`src/rtl/accum_pkg.sv`:
```
package accum_pkg;

    // Links 0 to 6 are kept; link 7 is the board's own link
    localparam int N_LINKS = 7;

    typedef logic [2:0] link_id_t;

    typedef enum logic {
        REC_HEADER  = 1'b0,
        REC_PAYLOAD = 1'b1
    } rec_kind_e;

    // Shared by both collectors
    typedef enum logic {
        COLLECT = 1'b0,
        DRAIN   = 1'b1
    } bank_state_e;

    // One input word after deinterleave
    typedef struct packed {
        logic [3:0][7:0] bytes;
        logic            phase;
        logic [15:0]     index;
        logic            valid;
    } lane_bytes_t;

    // One output record, header sits in data[31:0]
    typedef struct packed {
        rec_kind_e   kind;
        link_id_t    ident;
        logic        last;
        logic [63:0] data;
    } record_t;

    // Round of the word after this one, assuming no tlast in between
    function automatic logic [15:0] next_round(lane_bytes_t l);
        return l.index + 16'(l.phase);
    endfunction

endpackage

```
`src/rtl/event_accumulator.sv`:
```
`timescale 1ns/1ps

module event_accumulator #(
    parameter int HDR_BYTES = 4,
    parameter int PAY_BYTES = 16
) (
    input  logic               aclk,
    input  logic               rst_n,
    input  logic [31:0]        s_tdata,
    input  logic               s_tvalid,
    output logic               s_tready,
    input  logic               s_tlast,
    output accum_pkg::record_t m_rec,
    output logic               m_valid,
    input  logic               m_ready
);

    accum_pkg::lane_bytes_t lanes;
    accum_pkg::record_t     hdr_rec;
    accum_pkg::record_t     pay_rec;
    logic hdr_valid;
    logic hdr_ready;
    logic hdr_stall;
    logic hdr_full;
    logic pay_valid;
    logic pay_ready;
    logic pay_stall;
    logic pay_full;

    // Input halts while either bank would be overwritten
    assign s_tready = ~(hdr_stall | pay_stall);

    link_deinterleave u_deint (
        .aclk(aclk), .rst_n(rst_n), .s_tdata(s_tdata), .s_tvalid(s_tvalid),
        .s_tlast(s_tlast), .s_tready(s_tready), .lanes(lanes)
    );

    header_collector #(.HDR_BYTES(HDR_BYTES)) u_hdr (
        .aclk(aclk), .rst_n(rst_n), .lanes(lanes), .hdr_rec(hdr_rec),
        .hdr_valid(hdr_valid), .hdr_ready(hdr_ready), .stall(hdr_stall), .full(hdr_full)
    );

    payload_packer #(.HDR_BYTES(HDR_BYTES), .PAY_BYTES(PAY_BYTES)) u_pay (
        .aclk(aclk), .rst_n(rst_n), .lanes(lanes), .pay_rec(pay_rec),
        .pay_valid(pay_valid), .pay_ready(pay_ready), .stall(pay_stall), .full(pay_full)
    );

    record_merger u_merge (
        .aclk(aclk), .rst_n(rst_n),
        .hdr_rec(hdr_rec), .hdr_valid(hdr_valid), .hdr_ready(hdr_ready), .hdr_full(hdr_full),
        .pay_rec(pay_rec), .pay_valid(pay_valid), .pay_ready(pay_ready), .pay_full(pay_full),
        .m_rec(m_rec), .m_valid(m_valid), .m_ready(m_ready)
    );

endmodule

```
`src/rtl/header_collector.sv`:
```
`timescale 1ns/1ps

module header_collector #(
    parameter int HDR_BYTES = 4
) (
    input  logic                   aclk,
    input  logic                   rst_n,
    input  accum_pkg::lane_bytes_t lanes,
    output accum_pkg::record_t     hdr_rec,
    output logic                   hdr_valid,
    input  logic                   hdr_ready,
    output logic                   stall,
    output logic                   full
);

    logic [accum_pkg::N_LINKS-1:0][31:0] bank;
    accum_pkg::bank_state_e              state;
    accum_pkg::link_id_t                 drain_link;

    logic        wr_en;
    logic        completing;
    logic        busy;
    logic [15:0] nxt;

    assign wr_en      = lanes.valid && (lanes.index < HDR_BYTES);
    assign completing = wr_en && lanes.phase && (lanes.index == HDR_BYTES - 1);
    assign nxt        = accum_pkg::next_round(lanes);

    // An odd payload word may carry tlast, so the word after it may be a header
    assign busy  = (state == accum_pkg::DRAIN) || completing;
    assign stall = busy && ((nxt < HDR_BYTES) || (lanes.phase && lanes.index >= HDR_BYTES));

    for (genvar l = 0; l < accum_pkg::N_LINKS; l++) begin : g_link
        always_ff @(posedge aclk) begin
            if (wr_en && lanes.phase == 1'(l / 4)) begin
                bank[l][8*lanes.index[1:0] +: 8] <= lanes.bytes[l % 4];
            end
        end
    end

    always_ff @(posedge aclk or negedge rst_n) begin
        if (!rst_n) begin
            state      <= accum_pkg::COLLECT;
            drain_link <= '0;
        end else begin
            case (state)
                accum_pkg::COLLECT: begin
                    if (completing) begin
                        state      <= accum_pkg::DRAIN;
                        drain_link <= '0;
                    end
                end
                default: begin
                    if (hdr_ready) begin
                        if (drain_link == accum_pkg::link_id_t'(accum_pkg::N_LINKS - 1)) begin
                            state <= accum_pkg::COLLECT;
                        end else begin
                            drain_link <= drain_link + 3'd1;
                        end
                    end
                end
            endcase
        end
    end

    assign full      = (state == accum_pkg::DRAIN);
    assign hdr_valid = full;
    assign hdr_rec   = '{kind: accum_pkg::REC_HEADER, ident: drain_link, last: 1'b0,
                         data: {32'd0, bank[drain_link]}};

endmodule

```
`src/rtl/link_deinterleave.sv`:
```
`timescale 1ns/1ps

module link_deinterleave (
    input  logic                   aclk,
    input  logic                   rst_n,
    input  logic [31:0]            s_tdata,
    input  logic                   s_tvalid,
    input  logic                   s_tlast,
    input  logic                   s_tready,
    output accum_pkg::lane_bytes_t lanes
);

    // Tag for the next word to arrive
    logic        phase_q;
    logic [15:0] index_q;

    // Registered word and the tag it was taken with
    logic [31:0] word_q;
    logic        word_phase_q;
    logic [15:0] word_index_q;
    logic        valid_q;

    logic        accept;

    assign accept = s_tvalid && s_tready;

    always_ff @(posedge aclk or negedge rst_n) begin
        if (!rst_n) begin
            phase_q      <= 1'b0;
            index_q      <= '0;
            word_phase_q <= 1'b0;
            word_index_q <= '0;
            valid_q      <= 1'b0;
        end else begin
            valid_q <= accept;
            if (accept) begin
                word_phase_q <= phase_q;
                word_index_q <= index_q;
                if (s_tlast) begin
                    phase_q <= 1'b0;
                    index_q <= '0;
                end else begin
                    phase_q <= ~phase_q;
                    // A round is complete after its odd word
                    if (phase_q) begin
                        index_q <= index_q + 16'd1;
                    end
                end
            end
        end
    end

    always_ff @(posedge aclk) begin
        if (accept) begin
            word_q <= s_tdata;
        end
    end

    // Tag fields hold between words so collectors can look ahead
    assign lanes = '{bytes: word_q, phase: word_phase_q, index: word_index_q, valid: valid_q};

endmodule

```
`src/rtl/payload_packer.sv`:
```
`timescale 1ns/1ps

module payload_packer #(
    parameter int HDR_BYTES = 4,
    parameter int PAY_BYTES = 16
) (
    input  logic                   aclk,
    input  logic                   rst_n,
    input  accum_pkg::lane_bytes_t lanes,
    output accum_pkg::record_t     pay_rec,
    output logic                   pay_valid,
    input  logic                   pay_ready,
    output logic                   stall,
    output logic                   full
);

    localparam int N_GROUPS = PAY_BYTES / 8;
    localparam int PAY_END  = HDR_BYTES + PAY_BYTES;

    logic [accum_pkg::N_LINKS-1:0][63:0] bank;
    accum_pkg::bank_state_e              state;
    accum_pkg::link_id_t                 drain_link;
    logic                                last_grp;

    logic        wr_en;
    logic        completing;
    logic        final_grp;
    logic        busy;
    logic [15:0] pay_pos;
    logic [15:0] nxt;

    // Byte position within the payload, low three bits pick the byte in the word
    assign pay_pos    = lanes.index - 16'(HDR_BYTES);
    assign wr_en      = lanes.valid && (lanes.index >= HDR_BYTES) && (lanes.index < PAY_END);
    assign completing = wr_en && lanes.phase && (pay_pos[2:0] == 3'd7);
    assign final_grp  = (pay_pos[15:3] == 13'(N_GROUPS - 1));

    // A following word after tlast is a header and never lands here
    assign nxt   = accum_pkg::next_round(lanes);
    assign busy  = (state == accum_pkg::DRAIN) || completing;
    assign stall = busy && (nxt >= HDR_BYTES) && (nxt < PAY_END);

    for (genvar l = 0; l < accum_pkg::N_LINKS; l++) begin : g_link
        always_ff @(posedge aclk) begin
            if (wr_en && lanes.phase == 1'(l / 4)) begin
                bank[l][8*pay_pos[2:0] +: 8] <= lanes.bytes[l % 4];
            end
        end
    end

    always_ff @(posedge aclk or negedge rst_n) begin
        if (!rst_n) begin
            state      <= accum_pkg::COLLECT;
            drain_link <= '0;
            last_grp   <= 1'b0;
        end else begin
            case (state)
                accum_pkg::COLLECT: begin
                    if (completing) begin
                        state      <= accum_pkg::DRAIN;
                        drain_link <= '0;
                        last_grp   <= final_grp;
                    end
                end
                default: begin
                    if (pay_ready) begin
                        if (drain_link == accum_pkg::link_id_t'(accum_pkg::N_LINKS - 1)) begin
                            state <= accum_pkg::COLLECT;
                        end else begin
                            drain_link <= drain_link + 3'd1;
                        end
                    end
                end
            endcase
        end
    end

    assign full      = (state == accum_pkg::DRAIN);
    assign pay_valid = full;

    // Event ends on the link 6 word of the final group
    assign pay_rec = '{kind: accum_pkg::REC_PAYLOAD, ident: drain_link,
                       last: last_grp &&
                             (drain_link == accum_pkg::link_id_t'(accum_pkg::N_LINKS - 1)),
                       data: bank[drain_link]};

endmodule

```
`src/rtl/record_merger.sv`:
```
`timescale 1ns/1ps

module record_merger (
    input  logic               aclk,
    input  logic               rst_n,
    input  accum_pkg::record_t hdr_rec,
    input  logic               hdr_valid,
    output logic               hdr_ready,
    input  logic               hdr_full,
    input  accum_pkg::record_t pay_rec,
    input  logic               pay_valid,
    output logic               pay_ready,
    input  logic               pay_full,
    output accum_pkg::record_t m_rec,
    output logic               m_valid,
    input  logic               m_ready
);

    typedef enum logic [1:0] {
        IDLE      = 2'd0,
        GRANT_HDR = 2'd1,
        GRANT_PAY = 2'd2
    } grant_e;

    grant_e             grant;
    accum_pkg::record_t sel_rec;
    logic               out_free;
    logic               hdr_take;
    logic               pay_take;
    logic               last_link;

    assign out_free  = !m_valid || m_ready;
    assign hdr_ready = (grant == GRANT_HDR) && out_free;
    assign pay_ready = (grant == GRANT_PAY) && out_free;
    assign hdr_take  = hdr_valid && hdr_ready;
    assign pay_take  = pay_valid && pay_ready;
    assign sel_rec   = (grant == GRANT_PAY) ? pay_rec : hdr_rec;
    assign last_link = (sel_rec.ident == accum_pkg::link_id_t'(accum_pkg::N_LINKS - 1));

    // A bank keeps the grant until its link 6 record is taken
    always_ff @(posedge aclk or negedge rst_n) begin
        if (!rst_n) begin
            grant <= IDLE;
        end else begin
            case (grant)
                GRANT_HDR: begin
                    if (hdr_take && last_link) begin
                        grant <= pay_full ? GRANT_PAY : IDLE;
                    end
                end
                GRANT_PAY: begin
                    if (pay_take && last_link) begin
                        grant <= hdr_full ? GRANT_HDR : IDLE;
                    end
                end
                default: begin
                    // Header wins a tie
                    if (hdr_full) begin
                        grant <= GRANT_HDR;
                    end else if (pay_full) begin
                        grant <= GRANT_PAY;
                    end
                end
            endcase
        end
    end

    always_ff @(posedge aclk or negedge rst_n) begin
        if (!rst_n) begin
            m_valid <= 1'b0;
        end else if (hdr_take || pay_take) begin
            m_valid <= 1'b1;
        end else if (m_ready) begin
            m_valid <= 1'b0;
        end
    end

    always_ff @(posedge aclk) begin
        if (hdr_take || pay_take) begin
            m_rec <= sel_rec;
        end
    end

endmodule

```
`config.mk`:
```
export PLATFORM = sky130hd
export DESIGN_NAME = event_accumulator
export DESIGN_NICKNAME = d
export VERILOG_FILES = /design/src/rtl/accum_pkg.sv /design/src/rtl/event_accumulator.sv /design/src/rtl/header_collector.sv /design/src/rtl/link_deinterleave.sv /design/src/rtl/payload_packer.sv /design/src/rtl/record_merger.sv
export SDC_FILE = /design/constraint.sdc
export NUM_CORES = 1
export LEC_CHECK = 0
export ABC_AREA = 1
export BUFFER_PORTS_ARGS = -buffer_cell sky130_fd_sc_hd__buf_2
export CAP_MARGIN = 15
export CELL_PAD_IN_SITES_DETAIL_PLACEMENT = 2
export CELL_PAD_IN_SITES_GLOBAL_PLACEMENT = 2
export CORE_MARGIN = 2
export CORE_UTILIZATION = 30
export CTS_CLUSTER_SIZE = 20
export DETAILED_ROUTE_END_ITERATION = 16
export PLACE_DENSITY = 0.7
export SETUP_SLACK_MARGIN = 0.2
export SYNTH_ARGS = -nofsm -noshare
export SYNTH_HDL_FRONTEND = slang
export SYNTH_SLANG_ARGS = --single-unit
export TNS_END_PERCENT = 100
```
`constraint.sdc`:
```
create_clock -name aclk -period 12.04 [get_ports aclk]
set_input_delay 1.204 -clock aclk [delete_from_list [all_inputs] [get_ports aclk]]
set_output_delay 1.204 -clock aclk [all_outputs]
set_load 0.01 [all_outputs]
```
==> Word-level counts from Yosys, hierarchy flattened <==
Cells that the tools add are included.
{ "classes": {"muxes": 47, "n_eq_ne": 14, "n_bitwise": 5, "addsub": 7, "n_reduce_logical": 37, "n_shift": 10, "magnitude_cmp": 8} }
{ "ops": {"columns": ["cell", "n"], "rows": [
  ["bitwise mux 64 bit", 7],
  ["variable part select 8 x 34 -> 64 bit", 4],
  ["bitwise mux 32 bit", 7],
  ["binary-select mux 64 bit (select 3 bit)", 1],
  ["variable part select 8 x 34 -> 32 bit", 4],
  ["binary-select mux 32 bit (select 3 bit)", 1],
  ["two-way mux 69 bit", 1],
  ["two-way mux 64 bit", 1],
  ["variable shift 8 x 34 -> 64 bit (first input constant)", 1],
  ["negation 5 -> 34 bit", 1],
  ["negation 6 -> 34 bit", 1],
  ["variable shift 8 x 34 -> 32 bit (first input constant)", 1],
  [">= comparator 16 x 3 -> 1 bit (second input constant)", 2],
  ["< comparator 16 x 3 -> 1 bit (second input constant)", 2],
  ["< comparator 16 x 5 -> 1 bit (second input constant)", 2],
  ["two-way mux 16 bit", 2],
  ["two-way mux 32 bit", 1],
  ["two-way mux 3 bit", 8],
  ["logical AND 1 bit", 21],
  ["adder 16 x 1 -> 16 bit", 1],
  ["adder 16 x 1 -> 16 bit (second input constant)", 1],
  ["equality test 16 x 2 -> 1 bit (second input constant)", 1],
  ["subtractor 16 x 3 -> 16 bit (second input constant)", 1],
  ["equality test 13 x 1 -> 1 bit (second input constant)", 1],
  ["18 further kinds", 55]
]} }
{ "word_totals": {"in_bits": 37, "elab_cells": 160, "regBits": 820} }

==> Depth between registers and ports, before layout <==
{ "depth": {"ltp_word": 12, "depth_mapped": 18, "mapped_depth_nobuf": 17} }

==> Hierarchy <==
A second synthesis with hierarchy kept.
{ "hier_totals": {"cells_unflattened": 3489, "area_unflattened_um2": 36553.8} }
{ "modules_own_cells": {"columns": ["module", "cells_each", "instances", "seq_area_each_um2", "area_each_um2"], "rows": [
  ["payload_packer", 1903, 1, 13578.0, 20196.9],
  ["header_collector", 1015, 1, 6826.5, 10533.9],
  ["record_merger", 335, 1, 2147.1, 3203.1],
  ["link_deinterleave", 235, 1, 1836.8, 2616.3],
  ["event_accumulator", 1, 1, 0.0, 3.8]
]} }

==> Worst setup path before layout <==
No wires, ideal clock.
{ "synth_timing": {"path_type": "register to register", "start": "reg u_deint.word_index_q[0]", "end": "reg u_pay.bank[0] (netlist name), enable pin", "t_arrival_ps": 3697, "stages_incl_launch_ff": 11, "slack_ps": 7922, "period_less_slack_ps": 4118, "required_time_ps": 11619, "cell_sequence": "dfrtp_1 -> clkbuf_1 -> inv_2 -> clkbuf_1 -> ha_1 -> ha_1 -> clkbuf_1 -> inv_1 -> clkbuf_1 -> nand4_1 -> nor2_1"} }
{ "synth_via": {"elab_chain_cells": 4} }
{ "synth_rtl": {"columns": ["element", "line", "text"], "rows": [
  ["from (decl)", "link_deinterleave.sv:20", "logic [15:0] word_index_q;"],
  ["from (signal assigned)", "link_deinterleave.sv:38", "word_index_q <= index_q;"],
  [">= comparator 16 x 3 -> 1 bit", "payload_packer.sv:34", "assign wr_en = lanes.valid && (lanes.index >= HDR_BYTES) && (lanes.index < PAY_END);"],
  ["logical AND 1 bit", "payload_packer.sv:34", null],
  ["logical AND 1 bit (*)", "payload_packer.sv:34", null],
  ["logical AND 1 bit (*)", "payload_packer.sv:45", "if (wr_en && lanes.phase == 1'(l / 4)) begin"],
  ["to (signal, indexed assignment)", "payload_packer.sv:46", "bank[l][8*pay_pos[2:0] +: 8] <= lanes.bytes[l % 4];"],
  ["to (decl)", "payload_packer.sv:20", "logic [accum_pkg::N_LINKS-1:0][63:0] bank;"]
]} }
Every way passes the cells marked *; elsewhere a longest branch is shown, timed or not.
A chain may end at the register's enable or synchronous reset.

==> Final worst setup path <==
{ "layout_timing": {"start": "reg u_deint.word_index_q[0]", "end": "out s_tready"} }
{ "layout_via": {"elab_chain_cells": 10} }
{ "layout_rtl": {"columns": ["element", "line", "text"], "rows": [
  ["branches (longest 8 deep; another with adder 16 x 1 -> 16 bit)", null, null],
  ["OR 1 bit (*)", "event_accumulator.sv:31", "assign s_tready = ~(hdr_stall | pay_stall);"],
  ["inverter 1 bit (*)", "event_accumulator.sv:31", null],
  ["to (decl)", "event_accumulator.sv:11", "output logic s_tready,"]
]} }
Every way passes the cells marked *.

==> flow_metrics.tcl <==
set metrics [dict create \
    status "finished clean" \
    synth_cells 3054 \
    numPortBuffers 107 \
    pre_cts_slack_ps 8058 \
    clock_latency_ps 680 \
    cellPowerDensity_nw_per_um2 252.7 \
    die-area_um2 118100 \
    ys.warnings.count 0 \
    rows 124 \
    async_reset_ff_frac 0.05732 \
    p_leak_uw 0.01392 \
    skew_ps 37.60 \
    tightest_slew_ps 1091 \
    num-fill-cells 12070 \
    slew_viol_final 0 \
    slew-limit-headroom 0.2711 \
    ys_ff_latch 820 \
    hold_path.class "reg2reg" \
    cp_num_buf_inv 4 \
    cap_violations 0 \
    path_clk_slew_ps 60 \
    cp_slowest_cell "buf_4" \
    drive_gt1_frac 0.1145 \
    wl_per_cell_um 28.12 \
    period_share 0.3677 \
    clock-root-buffer "clkbuf_16" \
    comb_power_share 0.312 \
    numCtsBuffers 89 \
    synth_edf_count 773 \
    cts.path.max_buffers 3 \
    layout_setup_ws_ps 7613 \
    synth.area.top_cells "edfxtp_1, nor2_1, nand2_1" \
    synth_flop_cell "edfxtp_1" \
    p_int_uw 6050 \
    ys_types 42 \
    ys_seq_area_frac 0.7044 \
    finalPower_uw 10090 \
    antenna_found_initial 7 \
    rsz0062_at_grt "false" \
    final_antenna_net_count 0 \
    swShare 0.4003 \
    min_period_ps 4427 \
    setup_violations 0 \
    critical_path.cell_chain "buf_4 > ha_1 > ha_1 > nand2_1 > nor2_1 > nand2_1 > inv_1 > nand2_1 > nand2_1 > nand3_1 > nor2_1 > nand3_2 > nand2_4 > inv_1 > buf_2" \
    pwr-share-clk 0.289 \
    pin_count 108 \
    critPathMaxFanout 39 \
    gr-total-overflow 0 \
    drc 0 \
    htree_levels 3 \
    crit_top_cell "nand2_1" \
    coreArea_um2 114300 \
    critPathKind "reg2out" \
    max_stage_delay_ps 440 \
    start_util 0.3028 \
    antennaDiodeCount 0 \
    cp-start-kind "register" \
    grt_max_degree 146 \
    nNetsFinal 3179 \
    die_h_um 343.7 \
    gp_congestion 0.8563 \
    vias 25070 \
    syn_avg_cell_area_um2 11.34 \
    cts.sinks 820 \
    first_pass_iters 5 \
    wirelength_um 132400 \
    post-cts-setup-buffers 0 \
    first_global_vias 27050 \
    cp_top_family "simple AND/OR/NAND/NOR gates" \
    area_growth_pct 15.32 \
    yosys.area.top_type "edfxtp_1" \
    syn-num-nets 3110 \
    setup_tns_ps 0 \
    max_clock_freq_mhz 225.9 \
    tritoncts "done" \
    p_sw_uw 4039 \
    whs_ps 504.3 \
    finalHoldViolCount 0 \
    groute.usage.overall 0.2232 \
    ctsResizeCount 0 \
    die_x_um 343.7 \
    grt_pass1_wl_um 190500 \
    reg2reg_slack_ps 7990 \
    synth_area_um2 34620 \
    end_kind "output pin" \
    drtIter0Drc 2080 \
    vias_per_cell 5.323 \
    holdBufCountCts 0 \
    dp_hpwl_um 86900 \
    synth_top_cell_area_share 0.6704 \
    p_seq_frac 0.399 \
    max-vdd-ir-drop_uv 545.2 \
    worstPathRequired_ps 10840 \
    crit_arrival_ps 3220 \
]
==> cell usage in the layout (no fill, tap or decap), types with 3 or more instances in the layout <==
master        n
o221ai_1     21
nand2_2       7
xor2_1        6
ha_1         16
o211ai_1     30
a211o_1      13
buf_2       107
o22ai_1      51
edfxtp_1    773
clkbuf_16    92
o21ai_0     247
ha_2          3
clkinvlp_4    3
nor2_1      699
nor3_1       56
inv_2         7
clkinv_2     18
inv_1       109
o21ai_1      14
nand3_1     119
nor2_2       23
nor2_4       10
nand4_1      52
clkbuf_1     18
nor4_1        4
buf_4        64
a21oi_1      29
nand2_1     435
clkinv_1     18
a31oi_1       3
a2bb2oi_1    66
dfrtp_1      45
bufinv_16    14
==> worst paths after layout <==
path / from / end / depth (start not counted)
hold / removal: u_deint.index_q[3] / u_deint.index_q[3] / 2
setup / recovery: u_deint.word_index_q[0] / s_tready / 15
setup reg to reg: u_pay.drain_link[0] / u_merge.grant[0] / 10
max in group asynchronous: rst_n / u_pay.drain_link[0] / 2
min in group asynchronous: rst_n / u_deint.index_q[13] / 2
hold reg to reg: u_deint.index_q[3] / u_deint.index_q[3] / 2
==> through the flow <==
step | area (um2) | std cells | util
floorplan | 34620 | 3054 | -
global placement | 36900 | 4544 | 0.3227
detailed placement | 36900 | 4544 | 0.3227
CTS | 39930 | 4709 | 0.3492
global route | 39930 | 4709 | 0.3492
finish | 39930 | 4709 | 0.3492
==> worst min-delay path: stages, from the launching register on <==
cell     delay (ps)
dfrtp_1         360
nand2_1          60
nand2_1          50
==> sequential cells by signal (all words and copies together) (netlist names), 2 cells and up <==
name / cells
u_deint.word_index_q: 16
u_pay.bank: 448
u_merge.grant: 2
u_merge.m_rec: 69
u_pay.drain_link: 3
u_deint.word_q: 32
u_deint.index_q: 16
u_hdr.bank: 224
u_hdr.drain_link: 3
==> cell families (layout without fill, tap and decap cells) <==
kind of cell / Yosys count / count (layout) / share of synthesized area
AND/OR/NAND/NOR: 1414 / 1414 / 0.1665
flip-flops: 820 / 820 / 0.7044
AO/OA/AOI/OAI: 480 / 480 / 0.08492
buffers and inverters: 314 / 457 / 0.03556
adder cells (fa/ha/maj): 19 / 19 / 0.006866
XOR/XNOR: 7 / 7 / 0.001771
==> layout make-up <==
cell class	count	area [um2]	area share
clock inverters	55	656.9	0.01645
inverters	120	459.2	0.01150
clock buffers	110	2370	0.05935
flip-flops and latches	820	24390	0.6109
multi-input cells	1920	9123	0.2285
repair buffers	172	1036	0.02595
well taps	1512	1892	0.04738
==> synth_stat cells (6+ instances only) <==
master,n
a211o_1,13
a21oi_1,29
a2bb2oi_1,66
buf_1,32
buf_2,9
clkbuf_1,147
dfrtp_1,47
edfxtp_1,773
ha_1,19
inv_1,114
nand2_1,439
nand3_1,119
nand4_1,52
nor2_1,725
nor3_1,56
o211ai_1,30
o21ai_0,247
o21ai_1,14
o221ai_1,21
o22ai_1,51
xor2_1,6
==> power groups by stage <==
stage	clock, uW	sequential (uW)	combinational, uW
after floorplan	0	3900	1760
after global placement	0	4070	3050
after detailed placement	0	4080	3140
after CTS	2950	4020	3170
after global routing	3050	4040	3400
final	2910	4030	3150
==> routing by layer <==
metal | global-route usage | part of all wire
met3 | 0.03244 | 0.052
met1 | 0.2756 | 0.40
met4 | 0.09780 | 0.046
met5 | 0 | 0.00029
met2 | 0.3879 | 0.50
Power figures use the tool's default switching activity.
